[config.mk]
export PLATFORM = sky130hd
export DESIGN_NAME = pageTableWalker
export DESIGN_NICKNAME = d
export VERILOG_FILES = /design/src/design/ptwPkg.sv /design/src/design/walkAddrGen.sv /design/src/design/pteCapture.sv /design/src/design/walkFsm.sv /design/src/design/walkFaults.sv /design/src/design/pageTableWalker.sv
export SDC_FILE = /design/constraint.sdc
export NUM_CORES = 1
export LEC_CHECK = 0
export BUFFER_PORTS_ARGS = -buffer_cell sky130_fd_sc_hd__buf_2
export CORE_AREA = 2 2 155 157
export DETAILED_ROUTE_END_ITERATION = 7
export DIE_AREA = 0 0 157 159
export PLACE_DENSITY = 0.43
export RECOVER_POWER = 100
export SETUP_SLACK_MARGIN = 0.3
export SLEW_MARGIN = 20
export SYNTH_ARGS = -nofsm -noshare
export SYNTH_HDL_FRONTEND = slang
export SYNTH_SLANG_ARGS = --single-unit
[constraint.sdc]
create_clock -name clk -period 5.1 [get_ports clk]
set_clock_uncertainty 0.1 [all_clocks]
set_input_delay 0.51 -clock clk [delete_from_list [all_inputs] [get_ports clk]]
set_output_delay 0.51 -clock clk [all_outputs]
set_load 0.005 [all_outputs]
[src/design/ptwPkg.sv]
// Page table walker shared definitions
// Widths, SATP mode codes, page sizes and walker states for Sv39/Sv48

package ptwPkg;

  ////////////////////
  // Widths
  ////////////////////
  localparam int xlen       = 64;  // Register width
  localparam int paBits     = 56;  // Physical address
  localparam int ppnBits    = 44;  // Physical page number
  localparam int vpnBits    = 9;   // One VPN field per level
  localparam int svModeBits = 4;   // SATP.MODE field

  typedef logic [xlen-1:0]    xlenT;  // Addresses, SATP, PTEs
  typedef logic [paBits-1:0]  paT;
  typedef logic [ppnBits-1:0] ppnT;
  typedef logic [vpnBits-1:0] vpnT;

  ////////////////////
  // SATP modes
  ////////////////////
  localparam logic [svModeBits-1:0] sv39Mode = 4'd8;
  localparam logic [svModeBits-1:0] sv48Mode = 4'd9;

  // Size of the mapped page, follows the level where the leaf was found
  typedef logic [1:0] pageTypeT;
  localparam pageTypeT kiloPage = 2'd0;  // 4 KiB, level 0
  localparam pageTypeT megaPage = 2'd1;  // 2 MiB, level 1
  localparam pageTypeT gigaPage = 2'd2;  // 1 GiB, level 2
  localparam pageTypeT teraPage = 2'd3;  // 512 GiB, level 3 (Sv48 only)

  ////////////////////
  // Walker states
  ////////////////////
  // Each level has an address cycle and a read cycle that holds on stall
  typedef enum logic [3:0] {
    IDLE,
    L3_ADR, L3_RD,   // Sv48 root
    L2_ADR, L2_RD,   // Sv39 root
    L1_ADR, L1_RD,
    L0_ADR, L0_RD,
    LEAF,            // TLB write strobe
    FAULT            // One cycle, faults shown
  } walkStateT;

endpackage

[src/design/walkAddrGen.sv]
// Page table walker address generator
// Picks the virtual address to translate and forms each PTE read address

`timescale 1ns/1ps

module walkAddrGen (
  input  logic              clk,
  input  logic              reset,
  input  logic              startWalk,   // Walk begins this cycle
  input  logic              dtlbMiss,
  input  ptwPkg::xlenT      pcAdr,       // Instruction side VA
  input  ptwPkg::xlenT      dataAdr,     // Data side VA
  input  ptwPkg::xlenT      satp,
  input  ptwPkg::walkStateT walkState,
  input  ptwPkg::ppnT       currentPpn,  // From the last captured PTE
  output ptwPkg::paT        ptwAdr,
  output logic              dtlbWalk
);
  import ptwPkg::*;

  logic [svModeBits-1:0] svMode;
  xlenT                  translationAdr;
  ppnT                   rootPpn;
  ppnT                   levelPpn;
  vpnT                   levelVpn;
  logic                  rootLevel;

  assign svMode  = satp[xlen-1 -: svModeBits];
  assign rootPpn = satp[ppnBits-1:0];  // Root table page

  // Remember which TLB asked, held for the whole walk
  always_ff @(posedge clk) begin
    if (reset) dtlbWalk <= 1'b0;
    else if (startWalk) dtlbWalk <= dtlbMiss;  // ITLB walk records 0
  end

  assign translationAdr = dtlbWalk ? dataAdr : pcAdr;

  // VPN field for the level being walked
  always_comb begin
    case (walkState)
      L3_ADR, L3_RD: levelVpn = translationAdr[47:39];
      L2_ADR, L2_RD: levelVpn = translationAdr[38:30];
      L1_ADR, L1_RD: levelVpn = translationAdr[29:21];
      default:       levelVpn = translationAdr[20:12];
    endcase
  end

  // First level of the active mode starts from SATP
  assign rootLevel = (walkState == L3_ADR) | (walkState == L3_RD) |
                     ((svMode != sv48Mode) & ((walkState == L2_ADR) | (walkState == L2_RD)));
  assign levelPpn  = rootLevel ? rootPpn : currentPpn;

  assign ptwAdr = {levelPpn, levelVpn, 3'b000};  // 8-byte PTE index

endmodule

[src/design/pteCapture.sv]
// Page table entry capture
// Holds the entry read at the current level and decodes its type bits

`timescale 1ns/1ps

module pteCapture (
  input  logic         clk,
  input  logic         reset,
  input  logic         readEn,        // Walker read completes
  input  ptwPkg::xlenT readData,      // Entry from memory
  output ptwPkg::xlenT pte,
  output ptwPkg::ppnT  currentPpn,
  output logic         validNonLeaf,
  output logic         pbmtFault
);
  import ptwPkg::*;

  logic valid;
  logic readable;
  logic writable;
  logic executable;
  logic leafPte;

  ////////////////////
  // Entry register
  ////////////////////
  always_ff @(posedge clk) begin
    if (reset) pte <= '0;
    else if (readEn) pte <= readData;  // Load on the completing edge only
  end

  // Next level table base sits at PTE[53:10]
  assign currentPpn = pte[ppnBits+9:10];

  ////////////////////
  // Type decode
  ////////////////////
  assign valid      = pte[0];
  assign readable   = pte[1];
  assign writable   = pte[2];
  assign executable = pte[3];

  // Any of R/W/X makes it a leaf
  assign leafPte = readable | writable | executable;

  // Pointer to the next level
  assign validNonLeaf = valid & ~leafPte;

  // PBMT bits are reserved on non-leaf entries
  assign pbmtFault = validNonLeaf & (|pte[62:61]);

endmodule

[src/design/walkFsm.sv]
// Page table walker control
// Steps through the levels, tracks page size and drives the TLB and LSU strobes

`timescale 1ns/1ps

module walkFsm (
  input  logic              clk,
  input  logic              reset,
  input  logic              flush,                   // Abort back to IDLE
  input  logic              itlbMiss,
  input  logic              dtlbMiss,
  input  ptwPkg::xlenT      satp,
  input  logic              memStall,                // Read not done yet
  input  logic              lsuLoadAccessFault,
  input  logic              lsuStoreAmoAccessFault,
  input  logic              validNonLeaf,
  input  logic              pbmtFault,
  input  logic              dtlbWalk,
  output ptwPkg::walkStateT walkState,
  output logic              startWalk,
  output logic              readEn,                  // Capture PTE
  output logic              walkFault,
  output ptwPkg::pageTypeT  pageType,
  output logic              itlbWrite,
  output logic              dtlbWrite,
  output logic              ptwRead,
  output logic              selPtw,
  output logic              ptwStall,
  output logic              ignoreRequest
);
  import ptwPkg::*;

  walkStateT nextState;
  walkStateT initialState;
  pageTypeT  nextPageType;
  logic      sv48;
  logic      tlbMiss;
  logic      accessFault;
  logic      firstRead;

  assign sv48         = satp[xlen-1 -: svModeBits] == sv48Mode;
  assign initialState = sv48 ? L3_ADR : L2_ADR;  // Sv39 starts one level lower
  assign tlbMiss      = itlbMiss | dtlbMiss;
  assign startWalk    = (walkState == IDLE) & tlbMiss;

  ////////////////////
  // Read strobes
  ////////////////////
  assign ptwRead = (walkState == L3_RD) | (walkState == L2_RD) |
                   (walkState == L1_RD) | (walkState == L0_RD);
  assign readEn  = ptwRead & ~memStall;  // First unstalled RD cycle

  // Root read has no earlier entry, so a stale PBMT flag is ignored there
  assign firstRead   = (walkState == L3_RD) | ((walkState == L2_RD) & ~sv48);
  assign accessFault = lsuLoadAccessFault | lsuStoreAmoAccessFault;
  assign walkFault   = readEn & (accessFault | (pbmtFault & ~firstRead));

  ////////////////////
  // State machine
  ////////////////////
  always_ff @(posedge clk) begin
    if (reset | flush) walkState <= IDLE;
    else walkState <= nextState;
  end

  always_comb begin
    nextState = walkState;  // RD states hold on stall
    case (walkState)
      IDLE:   if (tlbMiss) nextState = initialState;
      L3_ADR: nextState = L3_RD;  // Always read, Sv48 root
      L3_RD:  if (readEn) nextState = walkFault ? FAULT : L2_ADR;
      L2_ADR: nextState = ((initialState == L2_ADR) | validNonLeaf) ? L2_RD : LEAF;
      L2_RD:  if (readEn) nextState = walkFault ? FAULT : L1_ADR;
      L1_ADR: nextState = validNonLeaf ? L1_RD : LEAF;
      L1_RD:  if (readEn) nextState = walkFault ? FAULT : L0_ADR;
      L0_ADR: nextState = validNonLeaf ? L0_RD : LEAF;
      L0_RD:  if (readEn) nextState = walkFault ? FAULT : LEAF;
      LEAF:   nextState = IDLE;
      FAULT:  nextState = IDLE;
      default: nextState = IDLE;
    endcase
  end

  ////////////////////
  // Page size
  ////////////////////
  // Last level read decides the size of the leaf
  always_comb begin
    case (walkState)
      L3_RD:   nextPageType = teraPage;
      L2_RD:   nextPageType = gigaPage;
      L1_RD:   nextPageType = megaPage;
      L0_RD:   nextPageType = kiloPage;
      default: nextPageType = pageType;
    endcase
  end

  always_ff @(posedge clk) begin
    if (reset) pageType <= kiloPage;
    else pageType <= nextPageType;
  end

  // One-cycle TLB fill to the requester
  assign itlbWrite = (walkState == LEAF) & ~dtlbWalk;
  assign dtlbWrite = (walkState == LEAF) & dtlbWalk;

  assign selPtw        = walkState != IDLE;  // Walker owns the LSU port
  assign ptwStall      = ((walkState != IDLE) & (walkState != FAULT)) | startWalk;
  assign ignoreRequest = startWalk | walkFault;  // Suppress core access

endmodule

[src/design/walkFaults.sv]
// Page table walker fault mapping
// Sorts walk faults by requester and access kind, delays them, merges LSU faults

`timescale 1ns/1ps

module walkFaults (
  input  logic              clk,
  input  logic              reset,
  input  ptwPkg::walkStateT walkState,
  input  logic              walkFault,     // Completing read faulted
  input  logic              lsuAccess,     // Fault came from memory access
  input  logic              dtlbWalk,
  input  logic [1:0]        memRW,         // [1] read, [0] write/AMO
  input  logic              lsuLoadAccessFault,
  input  logic              lsuStoreAmoAccessFault,
  input  logic              lsuLoadPageFault,
  input  logic              lsuStorePageFault,
  output logic              loadAccessFault,
  output logic              storeAmoAccessFault,
  output logic              loadPageFault,
  output logic              storeAmoPageFault,
  output logic              instrAccessFault,
  output logic              instrPageFault
);
  import ptwPkg::*;

  logic       accessHit;
  logic       pageHit;
  logic       loadWalk;
  logic       storeWalk;
  logic       instrWalk;
  logic [5:0] walkFaultBits;
  logic [5:0] walkFaultDly;   // {ldAcc, stAcc, inAcc, ldPg, stPg, inPg}
  logic       takeWalkFault;

  assign accessHit = walkFault & lsuAccess;   // Memory said no
  assign pageHit   = walkFault & ~lsuAccess;  // PBMT on non-leaf

  // Who is asking and for what
  assign loadWalk  = dtlbWalk & memRW[1] & ~memRW[0];
  assign storeWalk = dtlbWalk & memRW[0];  // AMO counts as store
  assign instrWalk = ~dtlbWalk;

  assign walkFaultBits = {accessHit & loadWalk, accessHit & storeWalk, accessHit & instrWalk,
                          pageHit & loadWalk, pageHit & storeWalk, pageHit & instrWalk};

  // Multicycle anyway, so take it off the critical path
  always_ff @(posedge clk) begin
    if (reset) walkFaultDly <= '0;
    else walkFaultDly <= walkFaultBits;
  end

  assign takeWalkFault = walkState != IDLE;

  // Idle walker lets the LSU faults straight through
  assign loadAccessFault     = takeWalkFault ? walkFaultDly[5] : lsuLoadAccessFault;
  assign storeAmoAccessFault = takeWalkFault ? walkFaultDly[4] : lsuStoreAmoAccessFault;
  assign instrAccessFault    = takeWalkFault & walkFaultDly[3];
  assign loadPageFault       = takeWalkFault ? walkFaultDly[2] : lsuLoadPageFault;
  assign storeAmoPageFault   = takeWalkFault ? walkFaultDly[1] : lsuStorePageFault;
  assign instrPageFault      = takeWalkFault & walkFaultDly[0];

endmodule

[src/design/pageTableWalker.sv]
// Hardware page table walker for Sv39/Sv48
// Reads one PTE per level through the LSU port and fills the requesting TLB

`timescale 1ns/1ps

module pageTableWalker (
  input  logic             clk,
  input  logic             reset,
  input  logic             itlbMiss,
  input  logic             dtlbMiss,
  input  logic [1:0]       memRW,
  input  ptwPkg::xlenT     satp,
  input  ptwPkg::xlenT     pcAdr,
  input  ptwPkg::xlenT     dataAdr,
  input  logic             flush,
  // Memory side
  output logic             ptwRead,
  output ptwPkg::paT       ptwAdr,
  input  ptwPkg::xlenT     readData,
  input  logic             memStall,
  input  logic             lsuLoadAccessFault,
  input  logic             lsuStoreAmoAccessFault,
  input  logic             lsuLoadPageFault,
  input  logic             lsuStorePageFault,
  // TLB fill
  output ptwPkg::xlenT     pte,
  output ptwPkg::pageTypeT pageType,
  output logic             itlbWrite,
  output logic             dtlbWrite,
  output logic             selPtw,
  output logic             ptwStall,
  output logic             ignoreRequest,
  // Faults
  output logic             loadAccessFault,
  output logic             storeAmoAccessFault,
  output logic             loadPageFault,
  output logic             storeAmoPageFault,
  output logic             instrAccessFault,
  output logic             instrPageFault
);
  import ptwPkg::*;

  walkStateT walkState;
  ppnT       currentPpn;
  logic      startWalk;
  logic      readEn;
  logic      walkFault;
  logic      dtlbWalk;
  logic      validNonLeaf;
  logic      pbmtFault;
  logic      lsuAccess;

  // Memory fault on the read, as opposed to a PBMT page fault
  assign lsuAccess = lsuLoadAccessFault | lsuStoreAmoAccessFault;

  walkAddrGen walkAddrGen_inst (
    .clk, .reset, .startWalk, .dtlbMiss, .pcAdr, .dataAdr, .satp,
    .walkState, .currentPpn, .ptwAdr, .dtlbWalk
  );

  pteCapture pteCapture_inst (
    .clk, .reset, .readEn, .readData, .pte, .currentPpn, .validNonLeaf, .pbmtFault
  );

  walkFsm walkFsm_inst (
    .clk, .reset, .flush, .itlbMiss, .dtlbMiss, .satp, .memStall,
    .lsuLoadAccessFault, .lsuStoreAmoAccessFault, .validNonLeaf, .pbmtFault, .dtlbWalk,
    .walkState, .startWalk, .readEn, .walkFault, .pageType, .itlbWrite, .dtlbWrite,
    .ptwRead, .selPtw, .ptwStall, .ignoreRequest
  );

  walkFaults walkFaults_inst (
    .clk, .reset, .walkState, .walkFault, .lsuAccess, .dtlbWalk, .memRW,
    .lsuLoadAccessFault, .lsuStoreAmoAccessFault, .lsuLoadPageFault, .lsuStorePageFault,
    .loadAccessFault, .storeAmoAccessFault, .loadPageFault, .storeAmoPageFault,
    .instrAccessFault, .instrPageFault
  );

endmodule

* Word level (Yosys, flattened, before mapping)
Index checks and enable logic that the tools add are counted.
** Cells by class
- $add $sub $neg :: 0
- Multiply operators :: 0
- Multiplexer cells :: 22
- Bitwise operators :: 47
- Reductions and logical operators :: 8
- Divide/modulo/power cells :: 0
- Shifts and indexed selects :: 0
- $lt $le $gt $ge :: 0
- Equality and inequality tests :: 18
** Operators with widths (count)
- 48-bit 2-to-1 mux :: 1
- 44-bit 2-to-1 mux :: 1
- 4-bit 2-to-1 mux :: 10
- 4-bit one-hot mux with 9 select lines :: 1
- 9-bit one-hot mux with 3 select lines :: 1
- 1-bit bitwise AND :: 24
- 4-bit by 3-bit equality test with 1-bit output (second input constant) :: 4
- 1-bit bitwise OR :: 16
- 4-bit by 2-bit equality test with 1-bit output (second input constant) :: 3
- 4-bit equality test (second input constant) :: 3
- 2-bit by 1-bit != test with 1-bit output (second input constant) :: 5
- 4-bit != test (second input constant) :: 2
- 2-bit one-hot mux with 4 select lines :: 1
- 4-bit nonzero test :: 2
- 2-bit OR reduction :: 4
- 1-bit NOT :: 7
- 1-bit 2-to-1 mux :: 5
- 5-bit AND reduction :: 1
- 4-bit by 1-bit equality test with 1-bit output (second input constant) :: 1
- 4-bit zero test :: 1
- 2-bit 2-to-1 mux :: 2
** Storage, ports and cells
- Input port bits :: 268
- ROM bits :: 0
- Bits in latches :: 0
- Register bits :: 77
- Output and inout bits :: 134
- Memories :: 0
- RAM bits :: 0

* Longest topological paths before layout
- Word-level depth :: 11
- Gate-level depth with buffers :: 8
- Depth with buffers taken out :: 5

* Hierarchy
A second synthesis with hierarchy kept.
** Second synthesis, totals
- Cell total of the unflattened synthesis :: 688
- Area total of the unflattened synthesis :: 5893.2 um2
** By module, submodules not included
- pteCapture :: times used 1, cells an instance 252, sequential area each 1281.2 um2, area an instance 2643.8 um2
- walkAddrGen :: times used 1, cells an instance 327, sequential area each 20.0 um2, area an instance 2409.8 um2
- walkFsm :: times used 1, cells an instance 85, sequential area each 120.1 um2, area an instance 575.6 um2
- walkFaults :: times used 1, cells an instance 23, sequential area each 120.1 um2, area an instance 257.7 um2
- pageTableWalker :: times used 1, cells an instance 1, sequential area each 0.0 um2, area an instance 6.3 um2

* Worst setup path after synthesis
Ideal clock, no wire load.
- Path kind :: reg-to-output
- Start :: reg walkFsm_inst.walkState[0]
- End :: out ptwAdr[15]
- Path slack :: 2.509 ns
- Stages on the path, launching flop included :: 7
- Data required time :: 4.490 ns
- Buffers on the path :: 2
- Data arrival time :: 1.981 ns
- Cells stage by stage :: dfxtp_1 -> clkbuf_1 -> xor2_1 -> nand3b_1 -> a21boi_1 -> buf_2 -> mux2_1
** On the way
- Longest elaborated chain between the ends :: 5
** Ends and longest elaborated chain
- start: declaration :: RTL line walkFsm.sv:19 : output ptwPkg::walkStateT walkState,
- start signal: assignment :: RTL line walkFsm.sv:63 : else walkState <= nextState;
- 4-bit by 2-bit equality test with 1-bit output / 4-bit by 3-bit equality test with 1-bit output (equally long branches) :: RTL line walkAddrGen.sv:51 : ((svMode != sv48Mode) & ((walkState == L2_ADR) | (walkState == L2_RD)));
- 1-bit bitwise OR :: RTL line walkAddrGen.sv:51
- 1-bit bitwise AND :: RTL line walkAddrGen.sv:51
- 1-bit bitwise OR * :: RTL line walkAddrGen.sv:50 : assign rootLevel = (walkState == L3_ADR) | (walkState == L3_RD) |
- 44-bit 2-to-1 mux * :: RTL line walkAddrGen.sv:52 : assign levelPpn = rootLevel ? rootPpn : currentPpn;
- end: declaration :: RTL line pageTableWalker.sv:18 : output ptwPkg::paT ptwAdr,
Every way passes the cells marked *; elsewhere a longest branch is shown, timed or not.

* Final worst setup path
- Start :: reg walkFsm_inst.walkState[2]
- End :: out ptwAdr[55]
The elaborated chain is that of the path after synthesis.

==> out/metrics.cfg <==
[synthesis]
synthesis.area_um2=4270
syn_inst=540
synth_top_family_by_area=simple AND/OR/NAND/NOR gates
synth_compound_area_frac=0.161
yosys_register_bits=77
synth-xor-area-share=0.00411
synth_simple_gate_area_frac=0.214
synthAdderAreaFrac=0.00235
syn_area_per_cell_um2=7.90
synth_seq_area_share=0.361
synth_top_area_share=0.361
synth_cell_types=49
synth_warnings=0
yosysTopAreaCell=dfxtp_1
synth_mux_area_frac=0.209
synth_ff_type=dfxtp_1
synth_edf_count=0
synth_top_cells_by_area=dfxtp_1 (36%), nand2_1 (13%), mux2_1 (11%)
async_reset_ff_frac=0

[worst_setup_path]
slowest_delay_ns=0.77
r2r_end=pteCapture_inst.pte[58]
cp_max_fo=44
critPathKind=flip-flop to output pin
slowest_stage=dfxtp_1
cp_cell_sequence=inv_1 -> nand3b_1 -> a21boi_0 -> buf_4 -> mux2_2 -> buf_2
startpoint_type=flip-flop
critPathBufInv=3
critPathTopFamily=buffers and inverters
reg2reg_slack_ns=1.38
cp_data_required_time_ns=4.49
cp-end-kind=output pin
rr_worst_depth=7
cp.arrival_ns=3.25
r2r_start=walkFsm_inst.walkState[3]

[final_layout]
fill_cells=2625
multi_input_area_um2=2530
final_nets=1112
syn_to_final_growth_pct=50.7
design_area_um2=6430
drive_above_1_share=0.360
ff_latch_area_um2=1540

[timing]
rsz0062_at_grt=no
period_share=0.758
worst_pin_slew_ns=1.45
fin_crit_ns=3.86
setup-tns-final_ns=0
slew_violations=0
hold_viol_final=0
timing.final.ws_setup_ns=1.24
max_clock_freq_ghz=0.259
setup_viol=0
slew_headroom=0.0313

[routing]
drc=0
met2WireLength_um=8700
wl_met1_um=6920
wl_met3_um=1850
ant_nets=0
highest_layer=met5
routed_wl_um=17800
detail_route.wl_per_cell_um=15.2
via_per_inst=4.20
vias=4907
drt_iter0_drc=298
drtPass1Iterations=4

[die]
initial_core_util=0.184
core-area_um2=23200
die_w_um=157
fp-row-count=56
die_y_um=159
num_io_pins=402
die-area_um2=25000

[place]
place_ws_ns=1.63
dp_hpwl_um=13700
place.gp.congestion=0.727
port_buffers=326
placed_cell_area_um2=6210

[cts]
path_clk_slew_ns=0.06
cts_made_buffers=9
cts_resized=0
clock_sinks=77
postCtsHoldBufs=0
cts_tree=done
clk_latency_ns=0.34
htree_num_levels=3
post_cts_buffers=0
cts_max_path_buffers=2
root_buffer=clkbuf_16

[power]
p_sw_frac=0.276
ir_drop_mv=0.135
intPower_w=0.00130
p_leak_nw=2.79
p_switching_w=0.000496
comb_power_share=0.233
powerDensity_nw_per_um2=280
power_frac_clock=0.412
p_seq_frac=0.355

[global_routing]
grt_pass1_wl_um=26300
grt_overflow=0
grt_pass1_vias=4847
antenna_found_initial=2
grt_max_degree=67
grt_usage=0.137

[worst_hold_path]
holdPathStages=2
worstHoldStart=flush
holdPathEnd=walkFsm_inst.walkState[1]
hold_class=input pin to flip-flop

[flow_run]
max-cap-violations=0

[status]
run_status=complete, no violations

-- worst register-to-register path, cell delays in order (launching register included) --
cell      delay (ns)
dfxtp_1         0.32
clkbuf_1        0.78
o21ai_0         0.25
nor3b_1         0.25
nand2b_1        0.82
clkbuf_2        0.82
nand2_1         0.14
a21oi_1         0.16
-- routing by layer --
metal,up-vias,track usage
met5,-,0
met3,17,0.0474
met2,249,0.248
li1,2459,-
met1,2180,0.148
met4,2,0.0430
-- synthesized netlist by cell type, types with 3 or more instances --
master	number
o211ai_1	9
mux2_1	40
nor3_1	8
dfxtp_1	77
inv_1	4
buf_2	6
buf_4	3
mux2i_1	16
clkbuf_1	33
nand2b_1	3
nor4b_1	3
a2bb2oi_1	3
mux2_2	25
nand3_1	6
nand3b_1	3
nor2_1	28
a21oi_1	79
o21ai_0	8
nand2_1	146
-- state kept, by name (all words and copies together) (netlist names) --
name                          cells
pteCapture_inst.pte              64
walkAddrGen_inst.dtlbWalk         1
walkFaults_inst.walkFaultDly      6
walkFsm_inst.pageType             2
walkFsm_inst.walkState            4
-- worst max path at each step --
| stage | from | to | slack [ns] | cells past startpoint |
|---|---|---|---|---|
| 2_1_floorplan | walkFsm_inst.walkState[0] | ptwAdr[15] | 2.51 | 6 |
| 3_3_place_gp | walkFsm_inst.walkState[2] | ptwAdr[55] | 1.64 | 6 |
| 3_5_place_dp | walkFsm_inst.walkState[2] | ptwAdr[55] | 1.63 | 6 |
| 4_1_cts | walkFsm_inst.walkState[2] | ptwAdr[55] | 1.24 | 6 |
| 5_1_grt | walkFsm_inst.walkState[3] | pteCapture_inst.pte[39] | 0.90 | 7 |
| 6_report | walkFsm_inst.walkState[2] | ptwAdr[55] | 1.24 | 6 |
-- stage by stage --
step | total power, W | utilization | cells | hold WS (ns)
CTS | 0.00186 | 0.282 | 1168 | 0.248
floorplan | 0.000878 | - | 542 | 0.353
detailed placement | 0.00109 | 0.268 | 1152 | 0.346
finish | 0.00180 | 0.277 | 1169 | 0.269
global route | 0.00191 | 0.277 | 1168 | 0.254
global placement | 0.00109 | 0.268 | 1152 | 0.340
-- power by group through the flow --
stage                     clock network (W)  logic, W  registers [W]
after floorplan                           0  0.000226       0.000651
after global placement                    0  0.000442       0.000653
after detailed placement                  0  0.000442       0.000653
after CTS                          0.000775  0.000444       0.000639
after global routing               0.000804  0.000468       0.000642
final                              0.000742  0.000418       0.000639
-- placed cells by master, fill, tap and decap left out, types with 6 or more instances in the layout --
cell,synthesis,routed
o21ai_0,8,9
nor3_1,8,7
nor2_1,28,28
mux2_1,40,41
dfxtp_1,77,76
clkbuf_16,0,9
clkbuf_1,33,76
nand3_1,6,6
o211ai_1,9,9
mux2i_1,16,16
mux2_2,25,24
buf_2,6,252
a21oi_1,79,79
nand2_1,146,146
-- final cells by class --
type                    count  share of cell area
clock buffers              10              0.0356
diodes                      1            0.000389
clock inverters             6              0.0173
multi-input cells         416               0.393
flip-flops and latches     77               0.240
inverters                   5             0.00292
repair buffers            335               0.248
well taps                 319              0.0621
-- kinds of logic after synthesis --
logic type      after synthesis
compound gates              116
flops                        77
fa+ha+maj                     1
mux                          81
xor+xnor                      2
other cells                   1
buf+inv                      49
simple gates                213
(Power assumes the default switching activity.)
